[config.mk]
export PLATFORM = sky130hd
export DESIGN_NAME = accu_cpu
export DESIGN_NICKNAME = d
export VERILOG_FILES = /design/src/hw/accu_cpu_pkg.sv /design/src/hw/operand_if.sv /design/src/hw/stage_control.sv /design/src/hw/instr_decoder.sv /design/src/hw/fetch_unit.sv /design/src/hw/execute_unit.sv /design/src/hw/register_file.sv /design/src/hw/accu_cpu.sv
export VERILOG_INCLUDE_DIRS = /design/src /design/src/hw
export SDC_FILE = /design/constraint.sdc
export NUM_CORES = 1
export LEC_CHECK = 0
export BUFFER_PORTS_ARGS = -buffer_cell sky130_fd_sc_hd__buf_2
export CORE_AREA = 2 2 188 98
export CTS_CLUSTER_DIAMETER = 40
export DETAILED_ROUTE_END_ITERATION = 6
export DIE_AREA = 0 0 190 100
export GPL_TIMING_DRIVEN = 0
export HOLD_SLACK_MARGIN = 0.06
export PLACE_DENSITY = 0.64
export SLEW_MARGIN = 20
export SYNTH_ARGS = -nofsm -noshare
export SYNTH_HDL_FRONTEND = slang
export SYNTH_SLANG_ARGS = --single-unit
export TNS_END_PERCENT = 30
[constraint.sdc]
create_clock -name CLOCK -period 3.7 [get_ports CLOCK]
set_input_delay 0.37 -clock CLOCK [delete_from_list [all_inputs] [get_ports CLOCK]]
set_output_delay 0.37 -clock CLOCK [all_outputs]
set_load 0.01 [all_outputs]
[src/hw/accu_cpu_macros.svh]
`ifndef ACCU_CPU_MACROS_SVH
`define ACCU_CPU_MACROS_SVH

// Data and address width
`define ACCU_WIDTH 8

`define ACCU_MEM_DEPTH 256

// Stack grows downward from here
`define ACCU_STACK_TOP 8'hF0
`define ACCU_STACK_UNIT 1

// Longest instruction, [imm] source and [imm] destination with a memory write
`define ACCU_MAX_INSTR_CYCLES 20

`endif

[src/hw/accu_cpu_pkg.sv]
`include "accu_cpu_macros.svh"

package accu_cpu_pkg;

  typedef logic [`ACCU_WIDTH-1:0] byte_t;

  typedef enum logic [2:0] {
    MOV, ADD, PUSH, POP, JMP, NOP, HLT
  } opcode_t;

  typedef enum logic [2:0] {
    OPD_NONE, REG_A, ADDR_REG_A, ADDR_IMM, IMM, REG_SP, ADDR_REG_SP
  } operand_t;

  typedef enum logic [2:0] {
    RESET_STAGE, FETCH_OPERATION, DECODE, FETCH_IMMEDIATE,
    EXECUTE, WRITE_REGISTER, WRITE_MEMORY
  } stage_t;

  typedef enum logic [1:0] {OP_IDLE, OP_BEGIN, OP_END} op_fetch_t;

  // One WAIT/LOAD pair per operand byte
  typedef enum logic [3:0] {
    FI_IDLE, FI_BEGIN, FI_END,
    FI_WAIT_IMM, FI_LOAD_IMM,
    FI_WAIT_SRC_ADDR, FI_LOAD_SRC_ADDR,
    FI_WAIT_SRC, FI_LOAD_SRC,
    FI_WAIT_DST_ADDR, FI_LOAD_DST_ADDR,
    FI_WAIT_DST, FI_LOAD_DST
  } imm_fetch_t;

  typedef enum logic [1:0] {MW_IDLE, MW_BEGIN, MW_END} mem_write_t;

  typedef enum logic [1:0] {MEM_STAY, MEM_READ, MEM_WRITE} mem_cmd_t;

endpackage

[src/hw/operand_if.sv]
`timescale 1ns/10ps

interface operand_if;
  accu_cpu_pkg::byte_t imm;
  accu_cpu_pkg::byte_t mem_src;
  accu_cpu_pkg::byte_t mem_dst;
  // Also the target of the memory write for an [imm] destination
  accu_cpu_pkg::byte_t imm_dst_addr;

  modport fetch (
    output imm,
    output mem_src,
    output mem_dst,
    output imm_dst_addr
  );

  modport exec (
    input imm,
    input mem_src,
    input mem_dst,
    input imm_dst_addr
  );
endinterface

[src/hw/stage_control.sv]
`timescale 1ns/10ps

module stage_control (
  input    logic                   CLOCK
  , input  logic                   RESET
  , input  logic                   op_done
  , input  logic                   imm_done
  , input  logic                   write_done
  , input  accu_cpu_pkg::operand_t dst_mode
  , input  accu_cpu_pkg::byte_t    fetch_addr
  , input  accu_cpu_pkg::byte_t    write_addr
  , input  logic                   write_req
  , output accu_cpu_pkg::stage_t   stage
  , output accu_cpu_pkg::byte_t    addr_bus
  , output accu_cpu_pkg::mem_cmd_t ctrl_bus
);
  accu_cpu_pkg::stage_t next_stage;
  logic dst_in_memory;

  assign dst_in_memory = (dst_mode == accu_cpu_pkg::ADDR_REG_A)
                      || (dst_mode == accu_cpu_pkg::ADDR_REG_SP)
                      || (dst_mode == accu_cpu_pkg::ADDR_IMM);

  always_comb begin
    case (stage)
      accu_cpu_pkg::RESET_STAGE:     next_stage = accu_cpu_pkg::FETCH_OPERATION;
      accu_cpu_pkg::FETCH_OPERATION:
        next_stage = op_done ? accu_cpu_pkg::DECODE : accu_cpu_pkg::FETCH_OPERATION;
      accu_cpu_pkg::DECODE:          next_stage = accu_cpu_pkg::FETCH_IMMEDIATE;
      accu_cpu_pkg::FETCH_IMMEDIATE:
        next_stage = imm_done ? accu_cpu_pkg::EXECUTE : accu_cpu_pkg::FETCH_IMMEDIATE;
      accu_cpu_pkg::EXECUTE:         next_stage = accu_cpu_pkg::WRITE_REGISTER;
      // Register-only destinations skip the memory write
      accu_cpu_pkg::WRITE_REGISTER:
        next_stage = dst_in_memory ? accu_cpu_pkg::WRITE_MEMORY
                                   : accu_cpu_pkg::FETCH_OPERATION;
      accu_cpu_pkg::WRITE_MEMORY:
        next_stage = write_done ? accu_cpu_pkg::FETCH_OPERATION : accu_cpu_pkg::WRITE_MEMORY;
      default:                       next_stage = accu_cpu_pkg::FETCH_OPERATION;
    endcase
  end

  always_ff @(posedge CLOCK) begin
    if (RESET) begin
      stage <= accu_cpu_pkg::RESET_STAGE;
    end else begin
      stage <= next_stage;
    end
  end

  // Bus address and command follow the stage
  always_comb begin
    case (stage)
      accu_cpu_pkg::FETCH_OPERATION, accu_cpu_pkg::FETCH_IMMEDIATE: begin
        addr_bus = fetch_addr;
        ctrl_bus = accu_cpu_pkg::MEM_READ;
      end
      accu_cpu_pkg::WRITE_MEMORY: begin
        addr_bus = write_addr;
        ctrl_bus = write_req ? accu_cpu_pkg::MEM_WRITE : accu_cpu_pkg::MEM_STAY;
      end
      default: begin
        addr_bus = '0;
        ctrl_bus = accu_cpu_pkg::MEM_STAY;
      end
    endcase
  end
endmodule

[src/hw/instr_decoder.sv]
`timescale 1ns/10ps

module instr_decoder (
  input    logic                   CLOCK
  , input  logic                   RESET
  , input  accu_cpu_pkg::stage_t   stage
  , input  accu_cpu_pkg::byte_t    ope
  , output accu_cpu_pkg::opcode_t  decode_ope
  , output accu_cpu_pkg::operand_t src_mode
  , output accu_cpu_pkg::operand_t dst_mode
);
  accu_cpu_pkg::opcode_t  next_ope;
  accu_cpu_pkg::operand_t next_src;
  accu_cpu_pkg::operand_t next_dst;

  // 3-bit operand field, codes 6 and 7 alias 2 and 3
  function automatic accu_cpu_pkg::operand_t mode_of(input logic [2:0] code);
    case (code)
      3'd0:       return accu_cpu_pkg::REG_A;
      3'd1:       return accu_cpu_pkg::ADDR_REG_A;
      3'd2, 3'd6: return accu_cpu_pkg::ADDR_IMM;
      3'd4:       return accu_cpu_pkg::REG_SP;
      3'd5:       return accu_cpu_pkg::ADDR_REG_SP;
      default:    return accu_cpu_pkg::IMM;
    endcase
  endfunction

  always_comb begin
    next_src = accu_cpu_pkg::OPD_NONE;
    next_dst = accu_cpu_pkg::OPD_NONE;
    casez (ope)
      8'b00_???_???: begin
        next_ope = accu_cpu_pkg::MOV;
        next_src = mode_of(ope[2:0]);
        next_dst = mode_of(ope[5:3]);
      end
      8'b01_???_???: begin
        next_ope = accu_cpu_pkg::ADD;
        next_src = mode_of(ope[2:0]);
        next_dst = mode_of(ope[5:3]);
      end
      8'b11_000_???: begin
        next_ope = accu_cpu_pkg::PUSH;
        next_src = mode_of(ope[2:0]);
        next_dst = accu_cpu_pkg::ADDR_REG_SP;
      end
      8'b11_001_???: begin
        next_ope = accu_cpu_pkg::POP;
        next_src = accu_cpu_pkg::ADDR_REG_SP;
        next_dst = mode_of(ope[2:0]);
      end
      8'b11_010_000: begin
        next_ope = accu_cpu_pkg::JMP;
        next_src = accu_cpu_pkg::IMM;
      end
      8'hFE:   next_ope = accu_cpu_pkg::NOP;
      default: next_ope = accu_cpu_pkg::HLT;
    endcase
  end

  always_ff @(posedge CLOCK) begin
    if (RESET) begin
      decode_ope <= accu_cpu_pkg::NOP;
      src_mode   <= accu_cpu_pkg::OPD_NONE;
      dst_mode   <= accu_cpu_pkg::OPD_NONE;
    end else if (stage == accu_cpu_pkg::DECODE) begin
      decode_ope <= next_ope;
      src_mode   <= next_src;
      dst_mode   <= next_dst;
    end
  end
endmodule

[src/hw/fetch_unit.sv]
`timescale 1ns/10ps

module fetch_unit (
  input    logic                   CLOCK
  , input  logic                   RESET
  , input  accu_cpu_pkg::stage_t   stage
  , input  accu_cpu_pkg::byte_t    read_bus
  , input  accu_cpu_pkg::byte_t    ip
  , input  accu_cpu_pkg::byte_t    reg_a
  , input  accu_cpu_pkg::byte_t    reg_sp
  , input  accu_cpu_pkg::operand_t src_mode
  , input  accu_cpu_pkg::operand_t dst_mode
  , output accu_cpu_pkg::byte_t    ope
  , output accu_cpu_pkg::byte_t    fetch_addr
  , output logic                   ip_step
  , output logic                   op_done
  , output logic                   imm_done
  , operand_if.fetch               opd
);
  accu_cpu_pkg::op_fetch_t  op_state, op_next;
  accu_cpu_pkg::imm_fetch_t fi_state, fi_next;
  accu_cpu_pkg::imm_fetch_t src_path, dst_path;
  accu_cpu_pkg::byte_t      src_addr;

  always_comb begin
    op_next = accu_cpu_pkg::OP_IDLE;
    if (stage == accu_cpu_pkg::FETCH_OPERATION) begin
      case (op_state)
        accu_cpu_pkg::OP_IDLE:  op_next = accu_cpu_pkg::OP_BEGIN;
        accu_cpu_pkg::OP_BEGIN: op_next = accu_cpu_pkg::OP_END;
        default:                op_next = accu_cpu_pkg::OP_IDLE;
      endcase
    end
  end

  // First byte to read for each operand, source bytes come first
  always_comb begin
    case (dst_mode)
      accu_cpu_pkg::ADDR_IMM:    dst_path = accu_cpu_pkg::FI_WAIT_DST_ADDR;
      accu_cpu_pkg::ADDR_REG_A,
      accu_cpu_pkg::ADDR_REG_SP: dst_path = accu_cpu_pkg::FI_WAIT_DST;
      default:                   dst_path = accu_cpu_pkg::FI_END;
    endcase
    case (src_mode)
      accu_cpu_pkg::IMM:         src_path = accu_cpu_pkg::FI_WAIT_IMM;
      accu_cpu_pkg::ADDR_IMM:    src_path = accu_cpu_pkg::FI_WAIT_SRC_ADDR;
      accu_cpu_pkg::ADDR_REG_A,
      accu_cpu_pkg::ADDR_REG_SP: src_path = accu_cpu_pkg::FI_WAIT_SRC;
      default:                   src_path = dst_path;
    endcase
  end

  // Armed during DECODE so the stage starts in BEGIN
  always_comb begin
    fi_next = accu_cpu_pkg::FI_IDLE;
    if (stage == accu_cpu_pkg::DECODE) begin
      fi_next = accu_cpu_pkg::FI_BEGIN;
    end else if (stage == accu_cpu_pkg::FETCH_IMMEDIATE) begin
      case (fi_state)
        accu_cpu_pkg::FI_BEGIN:         fi_next = src_path;
        accu_cpu_pkg::FI_WAIT_IMM:      fi_next = accu_cpu_pkg::FI_LOAD_IMM;
        accu_cpu_pkg::FI_WAIT_SRC_ADDR: fi_next = accu_cpu_pkg::FI_LOAD_SRC_ADDR;
        accu_cpu_pkg::FI_LOAD_SRC_ADDR: fi_next = accu_cpu_pkg::FI_WAIT_SRC;
        accu_cpu_pkg::FI_WAIT_SRC:      fi_next = accu_cpu_pkg::FI_LOAD_SRC;
        accu_cpu_pkg::FI_LOAD_IMM,
        accu_cpu_pkg::FI_LOAD_SRC:      fi_next = dst_path;
        accu_cpu_pkg::FI_WAIT_DST_ADDR: fi_next = accu_cpu_pkg::FI_LOAD_DST_ADDR;
        accu_cpu_pkg::FI_LOAD_DST_ADDR: fi_next = accu_cpu_pkg::FI_WAIT_DST;
        accu_cpu_pkg::FI_WAIT_DST:      fi_next = accu_cpu_pkg::FI_LOAD_DST;
        accu_cpu_pkg::FI_LOAD_DST:      fi_next = accu_cpu_pkg::FI_END;
        default:                        fi_next = accu_cpu_pkg::FI_IDLE;
      endcase
    end
  end

  always_ff @(posedge CLOCK) begin
    if (RESET) begin
      op_state <= accu_cpu_pkg::OP_IDLE;
      fi_state <= accu_cpu_pkg::FI_IDLE;
    end else begin
      op_state <= op_next;
      fi_state <= fi_next;
    end
  end

  always_ff @(posedge CLOCK) begin
    if (op_state == accu_cpu_pkg::OP_BEGIN) begin
      ope <= read_bus;
    end
    case (fi_state)
      accu_cpu_pkg::FI_LOAD_IMM:      opd.imm <= read_bus;
      accu_cpu_pkg::FI_LOAD_SRC_ADDR: src_addr <= read_bus;
      accu_cpu_pkg::FI_LOAD_SRC:      opd.mem_src <= read_bus;
      accu_cpu_pkg::FI_LOAD_DST_ADDR: opd.imm_dst_addr <= read_bus;
      accu_cpu_pkg::FI_LOAD_DST:      opd.mem_dst <= read_bus;
      default: ;
    endcase
  end

  always_comb begin
    fetch_addr = ip;
    case (fi_state)
      accu_cpu_pkg::FI_WAIT_SRC, accu_cpu_pkg::FI_LOAD_SRC: begin
        case (src_mode)
          accu_cpu_pkg::ADDR_REG_A:  fetch_addr = reg_a;
          accu_cpu_pkg::ADDR_REG_SP: fetch_addr = reg_sp;
          default:                   fetch_addr = src_addr;
        endcase
      end
      accu_cpu_pkg::FI_WAIT_DST, accu_cpu_pkg::FI_LOAD_DST: begin
        case (dst_mode)
          accu_cpu_pkg::ADDR_REG_A:  fetch_addr = reg_a;
          accu_cpu_pkg::ADDR_REG_SP: fetch_addr = reg_sp;
          default:                   fetch_addr = opd.imm_dst_addr;
        endcase
      end
      default: fetch_addr = ip;
    endcase
  end

  // Opcode byte is stepped over in BEGIN, after decode, so HLT can hold it
  assign ip_step = fi_state inside {accu_cpu_pkg::FI_BEGIN, accu_cpu_pkg::FI_LOAD_IMM,
                                    accu_cpu_pkg::FI_LOAD_SRC_ADDR,
                                    accu_cpu_pkg::FI_LOAD_DST_ADDR};
  assign op_done  = (stage == accu_cpu_pkg::FETCH_OPERATION)
                 && (op_state == accu_cpu_pkg::OP_END);
  assign imm_done = (stage == accu_cpu_pkg::FETCH_IMMEDIATE)
                 && (fi_state == accu_cpu_pkg::FI_END);
endmodule

[src/hw/execute_unit.sv]
`timescale 1ns/10ps

module execute_unit (
  input    logic                   CLOCK
  , input  logic                   RESET
  , input  accu_cpu_pkg::stage_t   stage
  , input  accu_cpu_pkg::opcode_t  decode_ope
  , input  accu_cpu_pkg::operand_t src_mode
  , input  accu_cpu_pkg::operand_t dst_mode
  , input  accu_cpu_pkg::byte_t    reg_a
  , input  accu_cpu_pkg::byte_t    reg_sp
  , operand_if.exec                opd
  , output accu_cpu_pkg::byte_t    result
  , output accu_cpu_pkg::byte_t    write_bus
  , output accu_cpu_pkg::byte_t    write_addr
  , output logic                   write_req
  , output logic                   write_done
);
  accu_cpu_pkg::byte_t      src_val, dst_val, original_dst;
  accu_cpu_pkg::mem_write_t mw_state;

  always_comb begin
    case (src_mode)
      accu_cpu_pkg::REG_A:  src_val = reg_a;
      accu_cpu_pkg::REG_SP: src_val = reg_sp;
      accu_cpu_pkg::IMM:    src_val = opd.imm;
      accu_cpu_pkg::ADDR_REG_A, accu_cpu_pkg::ADDR_REG_SP,
      accu_cpu_pkg::ADDR_IMM: src_val = opd.mem_src;
      default:              src_val = '0;
    endcase
    case (dst_mode)
      accu_cpu_pkg::REG_A:  dst_val = reg_a;
      accu_cpu_pkg::REG_SP: dst_val = reg_sp;
      accu_cpu_pkg::ADDR_REG_A, accu_cpu_pkg::ADDR_REG_SP,
      accu_cpu_pkg::ADDR_IMM: dst_val = opd.mem_dst;
      default:              dst_val = '0;
    endcase
  end

  // Sum wraps at 8 bits
  always_ff @(posedge CLOCK) begin
    if (stage == accu_cpu_pkg::FETCH_IMMEDIATE) begin
      original_dst <= dst_val;
    end
    if (stage == accu_cpu_pkg::EXECUTE) begin
      case (decode_ope)
        accu_cpu_pkg::ADD: result <= original_dst + src_val;
        accu_cpu_pkg::MOV, accu_cpu_pkg::PUSH, accu_cpu_pkg::POP: result <= src_val;
        default: ;
      endcase
    end
  end

  always_ff @(posedge CLOCK) begin
    if (RESET) begin
      mw_state  <= accu_cpu_pkg::MW_IDLE;
      write_bus <= '0;
    end else if (stage == accu_cpu_pkg::WRITE_MEMORY) begin
      case (mw_state)
        accu_cpu_pkg::MW_IDLE: begin
          mw_state  <= accu_cpu_pkg::MW_BEGIN;
          write_bus <= result;
        end
        accu_cpu_pkg::MW_BEGIN: mw_state <= accu_cpu_pkg::MW_END;
        default:                mw_state <= accu_cpu_pkg::MW_IDLE;
      endcase
    end else begin
      mw_state <= accu_cpu_pkg::MW_IDLE;
    end
  end

  always_comb begin
    case (dst_mode)
      accu_cpu_pkg::ADDR_REG_A:  write_addr = reg_a;
      accu_cpu_pkg::ADDR_REG_SP: write_addr = reg_sp;
      accu_cpu_pkg::ADDR_IMM:    write_addr = opd.imm_dst_addr;
      default:                   write_addr = '0;
    endcase
  end

  assign write_req  = (stage == accu_cpu_pkg::WRITE_MEMORY)
                   && (mw_state != accu_cpu_pkg::MW_IDLE);
  assign write_done = (stage == accu_cpu_pkg::WRITE_MEMORY)
                   && (mw_state == accu_cpu_pkg::MW_END);
endmodule

[src/hw/register_file.sv]
`timescale 1ns/10ps
`include "accu_cpu_macros.svh"

module register_file (
  input    logic                   CLOCK
  , input  logic                   RESET
  , input  accu_cpu_pkg::stage_t   stage
  , input  accu_cpu_pkg::opcode_t  decode_ope
  , input  accu_cpu_pkg::operand_t dst_mode
  , input  accu_cpu_pkg::byte_t    result
  , input  accu_cpu_pkg::byte_t    imm
  , input  logic                   ip_step
  , output accu_cpu_pkg::byte_t    reg_a
  , output accu_cpu_pkg::byte_t    reg_sp
  , output accu_cpu_pkg::byte_t    ip
);
  always_ff @(posedge CLOCK) begin
    if (RESET) begin
      reg_a  <= '0;
      reg_sp <= `ACCU_STACK_TOP;
    end else if (stage == accu_cpu_pkg::WRITE_REGISTER) begin
      if (dst_mode == accu_cpu_pkg::REG_A) begin
        reg_a <= result;
      end
      // PUSH moves SP before the memory write, POP after the read
      if (dst_mode == accu_cpu_pkg::REG_SP) begin
        reg_sp <= result;
      end else if (decode_ope == accu_cpu_pkg::PUSH) begin
        reg_sp <= reg_sp - accu_cpu_pkg::byte_t'(`ACCU_STACK_UNIT);
      end else if (decode_ope == accu_cpu_pkg::POP) begin
        reg_sp <= reg_sp + accu_cpu_pkg::byte_t'(`ACCU_STACK_UNIT);
      end
    end
  end

  // JMP is relative to the byte after its operand
  always_ff @(posedge CLOCK) begin
    if (RESET) begin
      ip <= '0;
    end else if (decode_ope != accu_cpu_pkg::HLT) begin
      if (ip_step) begin
        ip <= ip + 8'd1;
      end else if (stage == accu_cpu_pkg::EXECUTE && decode_ope == accu_cpu_pkg::JMP) begin
        ip <= ip + imm;
      end
    end
  end
endmodule

[src/hw/accu_cpu.sv]
`timescale 1ns/10ps

module accu_cpu (
  input    logic                   CLOCK
  , input  logic                   RESET
  , input  accu_cpu_pkg::byte_t    read_bus
  , output accu_cpu_pkg::mem_cmd_t ctrl_bus
  , output accu_cpu_pkg::byte_t    addr_bus
  , output accu_cpu_pkg::byte_t    write_bus
  , output accu_cpu_pkg::byte_t    out
);
  accu_cpu_pkg::stage_t   stage;
  accu_cpu_pkg::opcode_t  decode_ope;
  accu_cpu_pkg::operand_t src_mode, dst_mode;
  accu_cpu_pkg::byte_t    ope, fetch_addr, write_addr, result;
  accu_cpu_pkg::byte_t    reg_a, reg_sp, ip;
  logic                   op_done, imm_done, write_done, write_req, ip_step;

  operand_if opd ();

  stage_control u_stage_control (.*);

  instr_decoder u_instr_decoder (.*);

  fetch_unit u_fetch_unit (.*, .opd(opd));

  execute_unit u_execute_unit (.*, .opd(opd));

  register_file u_register_file (.*, .imm(opd.imm));

  assign out = reg_a;
endmodule

==> flow_results.org, run 1 <==
** Status
- Status :: finished, final reports clean

** Layout
- In the final layout, the share of cells above drive strength 1 is 0.133.
- Final std cell area, no fill :: 7900 sq um
- After the last flow step, the layout net total stands at 798.
- Leaving out fill and tap cells, the most frequent cell in the layout is sky130_fd_sc_hd__nand2_1.
- Layout-stage area growth over the synthesis result :: 16.1%
- In the layout the commonest cells are 73 x sky130_fd_sc_hd__nand2_1, 64 x sky130_fd_sc_hd__nor2_1, 64 x sky130_fd_sc_hd__edfxtp_1, 52 x sky130_fd_sc_hd__dfxtp_1, 44 x sky130_fd_sc_hd__buf_2.
- Number of filler cells placed in the layout :: 1694
- Number of inserted diodes :: 0

** Global routing
- The number of global-route vias before repair was 5329.
- Pin count of the biggest net entering global routing :: 17
- Met1 Use GR :: 0.379
- Met3 global-route usage :: 0.0874
- Initial antenna violation count :: 1
- In the global route stage, overall resource usage came out at 0.235.
- Routing layer with the top usage in global route :: met1
- The first global-routing pass estimated approximately 33 mm of wire.
- GR Util met2 :: 0.280
- GRT Residual Overflow :: 0

** Synth
- Sequential cell area fraction in the yosys report :: 0.436
- Number of nets produced by synthesis :: 743
- Yosys mapped a number of flops with a built-in enable equal to 64.
- Counting every instance in the synthesized netlist gives 707.
- Fraction of registers with async set or reset after synthesis :: 0
- Primary flip-flop cell chosen by synthesis mapping :: sky130_fd_sc_hd__edfxtp_1
- The netlist uses 67 different library cells.
- The Yosys step of the flow raised 0 warnings.
- After synthesis the cells add up to just under 7000 sq um.
- Dividing the synthesized area by the synthesized cell count gives 9.62 sq um.
- Post-synthesis register bit count :: roughly 120

** Clock network
- Number of buffers inserted during clock tree synthesis :: 17
- Number of clock sinks seen by CTS :: 116
- Buffers inserted to repair hold after CTS numbered 0.
- H-tree depth :: 4
- CTS tree :: built
- Buffers from clock root to sink, at most :: 2
- Clk Tree Root Cell :: sky130_fd_sc_hd__clkbuf_16
- Clk Latency, worst-skew pair :: 0.42 ns
- Clock-pin slew was measured on the worst setup and hold paths at around 0.060 ns.

** STA
- Setup repair after global routing missed its margin :: yes
- Tightest Pin Transition :: 0.999 ns
- Number of setup violations in the final report :: 0
- Final Skew :: roughly 0.0074 ns
- Hold violation total from the final report :: 0
- Time the worst path needs with I/O delays and setup :: 3.51 ns
- Slew headroom :: 0.329
- Pins Over Slew Limit :: 0
- Share of the clock period used by the worst path after layout :: 0.950
- Max Freq :: 285 MHz
- Setup slack closes at about 0.19 ns.

** Routing
- Dividing the detail-routed wire length by the instance count gives 21.3 um.
- Total detailed-routing wirelength :: 21.7 mm
- Average vias per placed instance :: around 5.8
- Routed Antenna Nets :: 0
- DRC Markers :: 0
- The first routing iteration left 690 violations.
- Before antenna repair, the detailed router went through 5 iterations.
- Total number of vias :: 5912

** Setup path
- The critical path ends at u_execute_unit.result[7]$_DFFE_PP_.
- STA classifies the critical path startpoint as a flip-flop.
- Terminus of the critical flop-to-flop path :: u_execute_unit.result[7]$_DFFE_PP_
- Crit path max fanout :: 10
- Reg2reg start :: u_instr_decoder.src_mode[2]$_SDFFE_PP0P_
- Critical path depth in cells :: 11
- Type of destination of the critical path :: flip-flop
- Slowest cell on the critical path :: sky130_fd_sc_hd__clkbuf_1
- Worst Setup SP :: u_instr_decoder.src_mode[2]$_SDFFE_PP0P_
- Data on the critical path arrives at its endpoint at 3.75 ns.
- At the worst endpoint, the required time is 3.94 ns.
- Class of the most critical setup path :: reg2reg
- The most numerous cell type found on the critical path is sky130_fd_sc_hd__a211oi_1.
- The critical path contains buffers and inverters numbering 3 combined.
- Measured in cells, the most critical reg-to-reg path has a length of 11.
- For flop-to-flop paths, the worst setup slack is 0.19 ns.
- The signal on the critical path passes through buf_2, clkbuf_1, nor2_1, a211oi_2, inv_1, ha_1, a211oi_1, o21ai_1, a211oi_1, a211oi_1, a211oi_1.
- The kind of cell with the highest combined delay along the critical path is compound AO/OA/AOI/OAI gates.
- Largest incremental delay on the critical path :: 0.52 ns

** Power
- Of the total power, the share spent switching nets is 0.223.
- The share of total power dissipated in combinational logic is 0.030.
- The design draws 3.15 mW.
- Peak VDD IR :: ~330 uV
- Internal :: 2.45 mW
- Power density normalized to cell area :: ~400 nW/um^2
- Static Leakage :: 2.92 nW
- The share of total power dissipated in the clock network is 0.535.
- The analysis attributes to net switching a power of 0.702 mW.
- Share of total power in sequential cells :: 0.435

** Placement
- Pre-CTS setup slack :: -0.327 ns
- Weighted congestion at the end of routability-driven global placement :: 0.922
- Detailed-placement wirelength estimate :: 16.6 mm
- Placed Area :: about 7300 sq um
- Number of buffers added on ports :: 35

** Flow run
- Max-cap violations in this run came to 0.

** Floorplanning
- In this run the vertical extent of the chip is 100 um.
- Die W :: 190 um
- Num ports :: 36
- The floorplan step defined a core boundary enclosing 17600 sq um.
- Overall die area :: between 15000 and 20000 sq um
- The initialized floorplan defines 35 standard-cell rows.
- The initial utilization of the core area, before any placement, comes to 0.385.

** Min path
- Worst hold-check path type :: in2reg
-- how the worst min path moves through the flow --
stage / from / to / depth (start not counted)
2_1_floorplan: u_fetch_unit.op_state[0]$_SDFF_PP0_ / u_fetch_unit.op_state[0]$_SDFF_PP0_ / 1
3_3_place_gp: u_fetch_unit.op_state[0]$_SDFF_PP0_ / u_fetch_unit.op_state[0]$_SDFF_PP0_ / 1
3_5_place_dp: u_fetch_unit.op_state[0]$_SDFF_PP0_ / u_fetch_unit.op_state[0]$_SDFF_PP0_ / 1
4_1_cts: read_bus[7] / u_fetch_unit.opd.imm[7]$_DFFE_PP_ / 1
5_1_grt: read_bus[7] / u_fetch_unit.opd.imm[7]$_DFFE_PP_ / 1
6_report: read_bus[7] / u_fetch_unit.opd.mem_src[7]$_DFFE_PP_ / 1
-- cell usage after synthesis (9+ instances only) --
cell type | count | area share
sky130_fd_sc_hd__o22a_1 | 9 | 0.012
sky130_fd_sc_hd__a211oi_1 | 12 | 0.013
sky130_fd_sc_hd__nor2_1 | 64 | 0.035
sky130_fd_sc_hd__nand3_1 | 14 | 0.010
sky130_fd_sc_hd__ha_1 | 23 | 0.042
sky130_fd_sc_hd__dfxtp_1 | 52 | 0.15
sky130_fd_sc_hd__nor2b_1 | 20 | 0.018
sky130_fd_sc_hd__mux2_2 | 17 | 0.028
sky130_fd_sc_hd__nor3_1 | 15 | 0.011
sky130_fd_sc_hd__nand2_1 | 73 | 0.040
sky130_fd_sc_hd__a21oi_1 | 31 | 0.023
sky130_fd_sc_hd__o21ai_0 | 19 | 0.014
sky130_fd_sc_hd__clkbuf_1 | 33 | 0.018
sky130_fd_sc_hd__mux2i_1 | 36 | 0.053
sky130_fd_sc_hd__inv_1 | 25 | 0.014
sky130_fd_sc_hd__o22ai_1 | 11 | 0.010
sky130_fd_sc_hd__a221oi_1 | 10 | 0.013
sky130_fd_sc_hd__a21o_1 | 9 | 0.0099
sky130_fd_sc_hd__a21boi_0 | 16 | 0.018
sky130_fd_sc_hd__o221ai_1 | 14 | 0.018
sky130_fd_sc_hd__and2_1 | 9 | 0.0083
sky130_fd_sc_hd__a311oi_1 | 9 | 0.012
sky130_fd_sc_hd__nand2b_1 | 17 | 0.016
sky130_fd_sc_hd__edfxtp_1 | 64 | 0.28
-- layout make-up --
cell class	instances	area [sq um]	area share
timing repair buffer	36	180	0.0228
multi-input combinational	520	3580	0.454
sequential	116	2960	0.375
clock buffer	19	433	0.0548
buffer	45	183	0.0231
inverter	26	97.6	0.0124
clock inverter	13	158	0.0200
tap	240	300	0.0380
-- power groups by stage --
stage,clock network [mW],registers [mW],logic (mW)
floorplan,0,1.40,0.0491
global placement,0,1.40,0.0912
detailed placement,0,1.40,0.0916
CTS,1.69,1.37,0.0922
global route,1.75,1.37,0.102
finish,1.68,1.37,0.0950
-- registers in the layout (all words and copies together) (netlist names), 8 cells and up --
signal                         flops
u_fetch_unit.opd.imm               8
u_fetch_unit.opd.mem_dst           8
u_fetch_unit.opd.imm_dst_addr      8
u_fetch_unit.src_addr              8
u_register_file.reg_sp             8
u_fetch_unit.opd.mem_src           8
u_execute_unit.original_dst        8
u_execute_unit.result              8
u_register_file.ip                 8
u_fetch_unit.ope                   8
u_register_file.reg_a              8
u_execute_unit.write_bus           8
-- per-layer routing --
metal | vias to the layer above | share of wire | wire length (um)
li1 | 2759 | - | -
met1 | 2787 | 0.50 | 10800
met2 | 343 | 0.35 | 7630
met3 | 23 | 0.14 | 3070
met4 | 0 | 0.0078 | 170
met5 | - | 0 | 0
-- kinds of logic (layout without fill, tap and decap cells) --
logic type	after synthesis	in the layout	share of synthesized area
muxes	54	54	0.0844
adders and majority gates	26	26	0.0511
DFF	116	116	0.436
AOI/OAI and AO/OA	182	182	0.195
xor gates and xnor gates	8	8	0.0103
buffers and inverters	71	139	0.0410
and+or+nand+nor	250	250	0.183
-- what timing repair did --
action	4_1_cts	5_1_grt
buffers inserted	0	0
pin swaps	0	0
endpoints found under the setup margin	3	5
resized for setup	2	3
-- through the flow --
stage	setup TNS [ns]	cells	util	hold WS [ns]
floorplan	0	707	-	0.401
global placement	-2.07	982	0.412	0.411
detailed placement	-0.689	983	0.413	0.414
CTS	0	1015	0.447	0.222
global route	-0.0750	1015	0.448	0.238
finish	0	1015	0.448	0.243
Power figures use the tool's default switching activity.
==> run 2: changes to the inputs <==
Settings changed: CORE_AREA 2 2 188 98 to 2 2 108 110, DIE_AREA 0 0 190 100 to 0 0 110 112, PLACE_DENSITY 0.64 to 0.89.
==> run 2 against run 1 <==
Compared with the run above:
- worst hold slack improved by 0.0017 ns
- clock skew shrank 0.0021 ns
- routed wire length is 14% lower
- clock-buffer cell count is 2 higher
- clock power barely moved
==> flow_results.org, run 2 (synthesis results as in run 1) <==
** Clock network
- The number of post-CTS setup repair buffers is 0 (unchanged).
- H-tree depth :: 4 (unchanged)
- Number of clock sinks seen by CTS :: 116 (unchanged)
- Number of buffers inserted during clock tree synthesis :: 17 (unchanged)
- The clock slew at the register clock pins of the worst setup and hold paths was 0.05 ns (was 0.06 ns).
- The clock latency of the later-clocked register in the worst-skew pair was 0.42 ns (about the same).
- CTS tree :: built (unchanged)
- Clk Tree Root Cell :: sky130_fd_sc_hd__clkbuf_16 (unchanged)
- Buffers from clock root to sink, at most :: 2 (unchanged)

** STA
- The worst setup skew after layout came to 0.00528 ns (was 0.00738 ns).
- Hold violation total from the final report :: 0 (unchanged)
- The pin slew with the least headroom to its limit was 0.858 ns (was 0.999 ns).
- Time the worst path needs with I/O delays and setup :: 3.53 ns (was 3.51 ns)
- The number of max-slew violations in the final report came to 0 (unchanged).
- Number of setup violations in the final report :: 0 (unchanged)
- Setup repair after global routing missed its margin: no (was yes).
- Slew headroom :: 0.424 (was 0.329)
- The highest achievable clock rate came to 283 MHz (was 285 MHz).
- Slack of the critical path :: 0.166 ns (was 0.186 ns)
- Share of the clock period used by the worst path after layout :: 0.955 (was 0.950)
- Final TNS setup :: 0 ns (unchanged)

** Floorplanning
- Initial standard-cell utilization of the core :: 0.609 (was 0.385)
- Die W :: 110 um (was 190 um)
- Number of core rows :: 39 (was 35)
- Num ports :: 36 (unchanged)
- The y dimension of the die was 112 um (was 100 um).
- The total core area was 11200 sq um (was 17600 sq um).
- Overall die area :: 12300 sq um (was 19000 sq um)

** Setup path
- Reg2reg start :: u_instr_decoder.src_mode[2]$_SDFFE_PP0P_ (unchanged)
- Type of destination of the critical path :: flip-flop (unchanged)
- The startpoint type of the worst setup path was a flip-flop (unchanged).
- R2R cell count :: 11 (unchanged)
- The type of the worst setup path is reg2reg (unchanged).
- Arrival time reported for the critical path endpoint :: 3.70 ns (was 3.75 ns)
- Worst R2R Setup Slack :: 0.17 ns (was 0.19 ns)
- The largest fanout of any net on the critical path came to 10 (unchanged).
- The endpoint of the worst-slack reg-to-reg timing path is u_execute_unit.result[6]$_DFFE_PP_ (was u_execute_unit.result[7]$_DFFE_PP_).
- The data required time at the worst endpoint was 3.86 ns (was 3.94 ns).

** Routing
- Average vias per placed instance :: 6.52 (was 5.82)
- Final routed wire length divided by cell count :: 20.3 um (was 21.3 um)
- The DRC violation total after the first TritonRoute iteration was 626 (was 690).
- The number of nets with antenna violations after detailed routing came to 0 (unchanged).
- Pre-antenna DRT Iters :: 5 (unchanged)
- Total detailed-routing wirelength :: 18.6 mm (was 21.7 mm)
- Total number of vias :: 5981 (was 5912)
- DRC Markers :: 0 (unchanged)

** Layout
- Commonest cells after routing, fill and taps aside :: 73 x sky130_fd_sc_hd__nand2_1, 64 x sky130_fd_sc_hd__nor2_1, 64 x sky130_fd_sc_hd__edfxtp_1, 52 x sky130_fd_sc_hd__dfxtp_1, 43 x sky130_fd_sc_hd__buf_2 (was 73 x sky130_fd_sc_hd__nand2_1, 64 x sky130_fd_sc_hd__nor2_1, 64 x sky130_fd_sc_hd__edfxtp_1, 52 x sky130_fd_sc_hd__dfxtp_1, 44 x sky130_fd_sc_hd__buf_2)
- The count of nets after finishing came to 798 (unchanged).
- Most common library cell in the layout ignoring fill and taps :: sky130_fd_sc_hd__nand2_1 (unchanged)
- The layout overhead on the synthesized area was 14.2% (was 16.1%).
- The utilization after layout was 0.695 (was 0.448).
- Fraction of final layout cells with drive strength greater than 1 :: 0.128 (was 0.133)
- The number of inserted diodes is 0 (unchanged).
- The post-route non-filler standard cell count is 918 (was 1015).

** Global routing
- The pin count of the biggest net entering global routing came to 17 (unchanged).
- Tot GR Track Use :: 0.318 (was 0.235)
- GRT Residual Overflow :: 0 (unchanged)
- The initial antenna violation count is 0 (was 1).
- Vias in the first global route :: 5741 (was 5329)
- Global-route wire length before repair :: 29.3 mm (was 32.8 mm)

** Placement
- Number of instances in the placed design :: 886 (was 983)
- Number of buffers added on ports :: 35 (unchanged)
- The post-DP HPWL was 14.0 mm (was 16.6 mm).
- Pre-CTS setup slack :: 0.0260 ns (was -0.327 ns)
- The final weighted congestion of routability-driven global placement is 0.970 (was 0.922).

** Status
- Status: finished, final reports clean (unchanged).

** Min path
- Worst Min Path Start :: read_bus[7] (unchanged)
- The worst min-delay path category is in2reg (unchanged).
- Number of stages on the worst hold path :: 1 (unchanged)
- Endpoint with the worst hold slack :: u_fetch_unit.opd.imm[7]$_DFFE_PP_ (was u_fetch_unit.opd.mem_src[7]$_DFFE_PP_)

** Power
- The static leakage is 2.91 nW (was 2.92 nW).
- The overall power consumption was 3.11 mW (was 3.15 mW).
- Power density normalized to cell area :: 401 nW/um^2 (was 399 nW/um^2)
- The peak ir drop on the vdd network is 382 uV (was 328 uV).

** Flow run
- The number of max-capacitance violations reported was 0 (unchanged).
-- run 2: cell count changes in the layout (fill, tap and decap cells not counted), sizes merged --
cell	change
clkinvlp	+1
clkbuf	+2
inv	-2
clkinv	-1
-- run 2: critical path, stage by stage (launching register included) --
cell	delay [ns]
sky130_fd_sc_hd__dfxtp_1	0.39
sky130_fd_sc_hd__buf_1	0.47
sky130_fd_sc_hd__clkbuf_1	0.45
sky130_fd_sc_hd__o221ai_1	0.29
sky130_fd_sc_hd__ha_1	0.32
sky130_fd_sc_hd__inv_1	0.09
sky130_fd_sc_hd__fa_1	0.21
sky130_fd_sc_hd__nor2b_1	0.06
sky130_fd_sc_hd__o21ai_1	0.15
sky130_fd_sc_hd__a21boi_0	0.17
sky130_fd_sc_hd__or4_1	0.42
sky130_fd_sc_hd__a32o_1	0.26
-- run 2: power breakdown --
part	leakage, nW	switching [mW]	total (mW)	internal (mW)
registers	1.00	0.00606	1.37	1.37
logic	1.62	0.0636	0.0886	0.0250
clock network	0.288	0.569	1.65	1.08
-- run 2: layout make-up --
cell class              instances  area (sq um)
plain buffers                  45           181
clock buffers                  21           460
clock inverters                11           133
fillers                       824          3400
inverters                      26          97.6
multi-input cells             520          3580
flip-flops and latches        116          2960
well taps                     143           179
repair buffers                 36           180
-- run 2: through the flow --
step | cell area [sq um] | hold WS (ns)
after floorplan | 6800 | 0.401
after global placement | 7160 | 0.411
after detailed placement | 7170 | 0.424
after CTS | 7770 | 0.230
after global routing | 7770 | 0.229
final | 7770 | 0.244
-- run 2: worst max path at each step --
stage | cells after the start | to | startpoint | slack, ns
floorplan | 10 | u_execute_unit.result[6]$_DFFE_PP_ | u_instr_decoder.src_mode[2]$_SDFFE_PP0P_ | 0.78
global route | 11 | u_execute_unit.result[5]$_DFFE_PP_ | u_instr_decoder.src_mode[2]$_SDFFE_PP0P_ | 0.02
global placement | 11 | u_execute_unit.result[7]$_DFFE_PP_ | u_instr_decoder.src_mode[2]$_SDFFE_PP0P_ | 0.05
CTS | 11 | u_execute_unit.result[7]$_DFFE_PP_ | u_instr_decoder.src_mode[2]$_SDFFE_PP0P_ | 0.19
finish | 11 | u_execute_unit.result[6]$_DFFE_PP_ | u_instr_decoder.src_mode[2]$_SDFFE_PP0P_ | 0.17
detailed placement | 11 | u_execute_unit.result[7]$_DFFE_PP_ | u_instr_decoder.src_mode[2]$_SDFFE_PP0P_ | 0.03
-- run 2: routing by layer --
metal	GRT usage	part of all wire	routed length [um]	vias to the layer above
met4	0.180	0.043	803	0
li1	-	-	-	2750
met1	0.394	0.40	7410	2855
met3	0.0755	0.082	1520	58
met5	0	0	0	-
met2	0.503	0.48	8900	318
-- run 2: what timing repair did --
item	CTS	global route
hold buffers	0	0
resized for setup	1	1
setup endpoints to repair	1	2
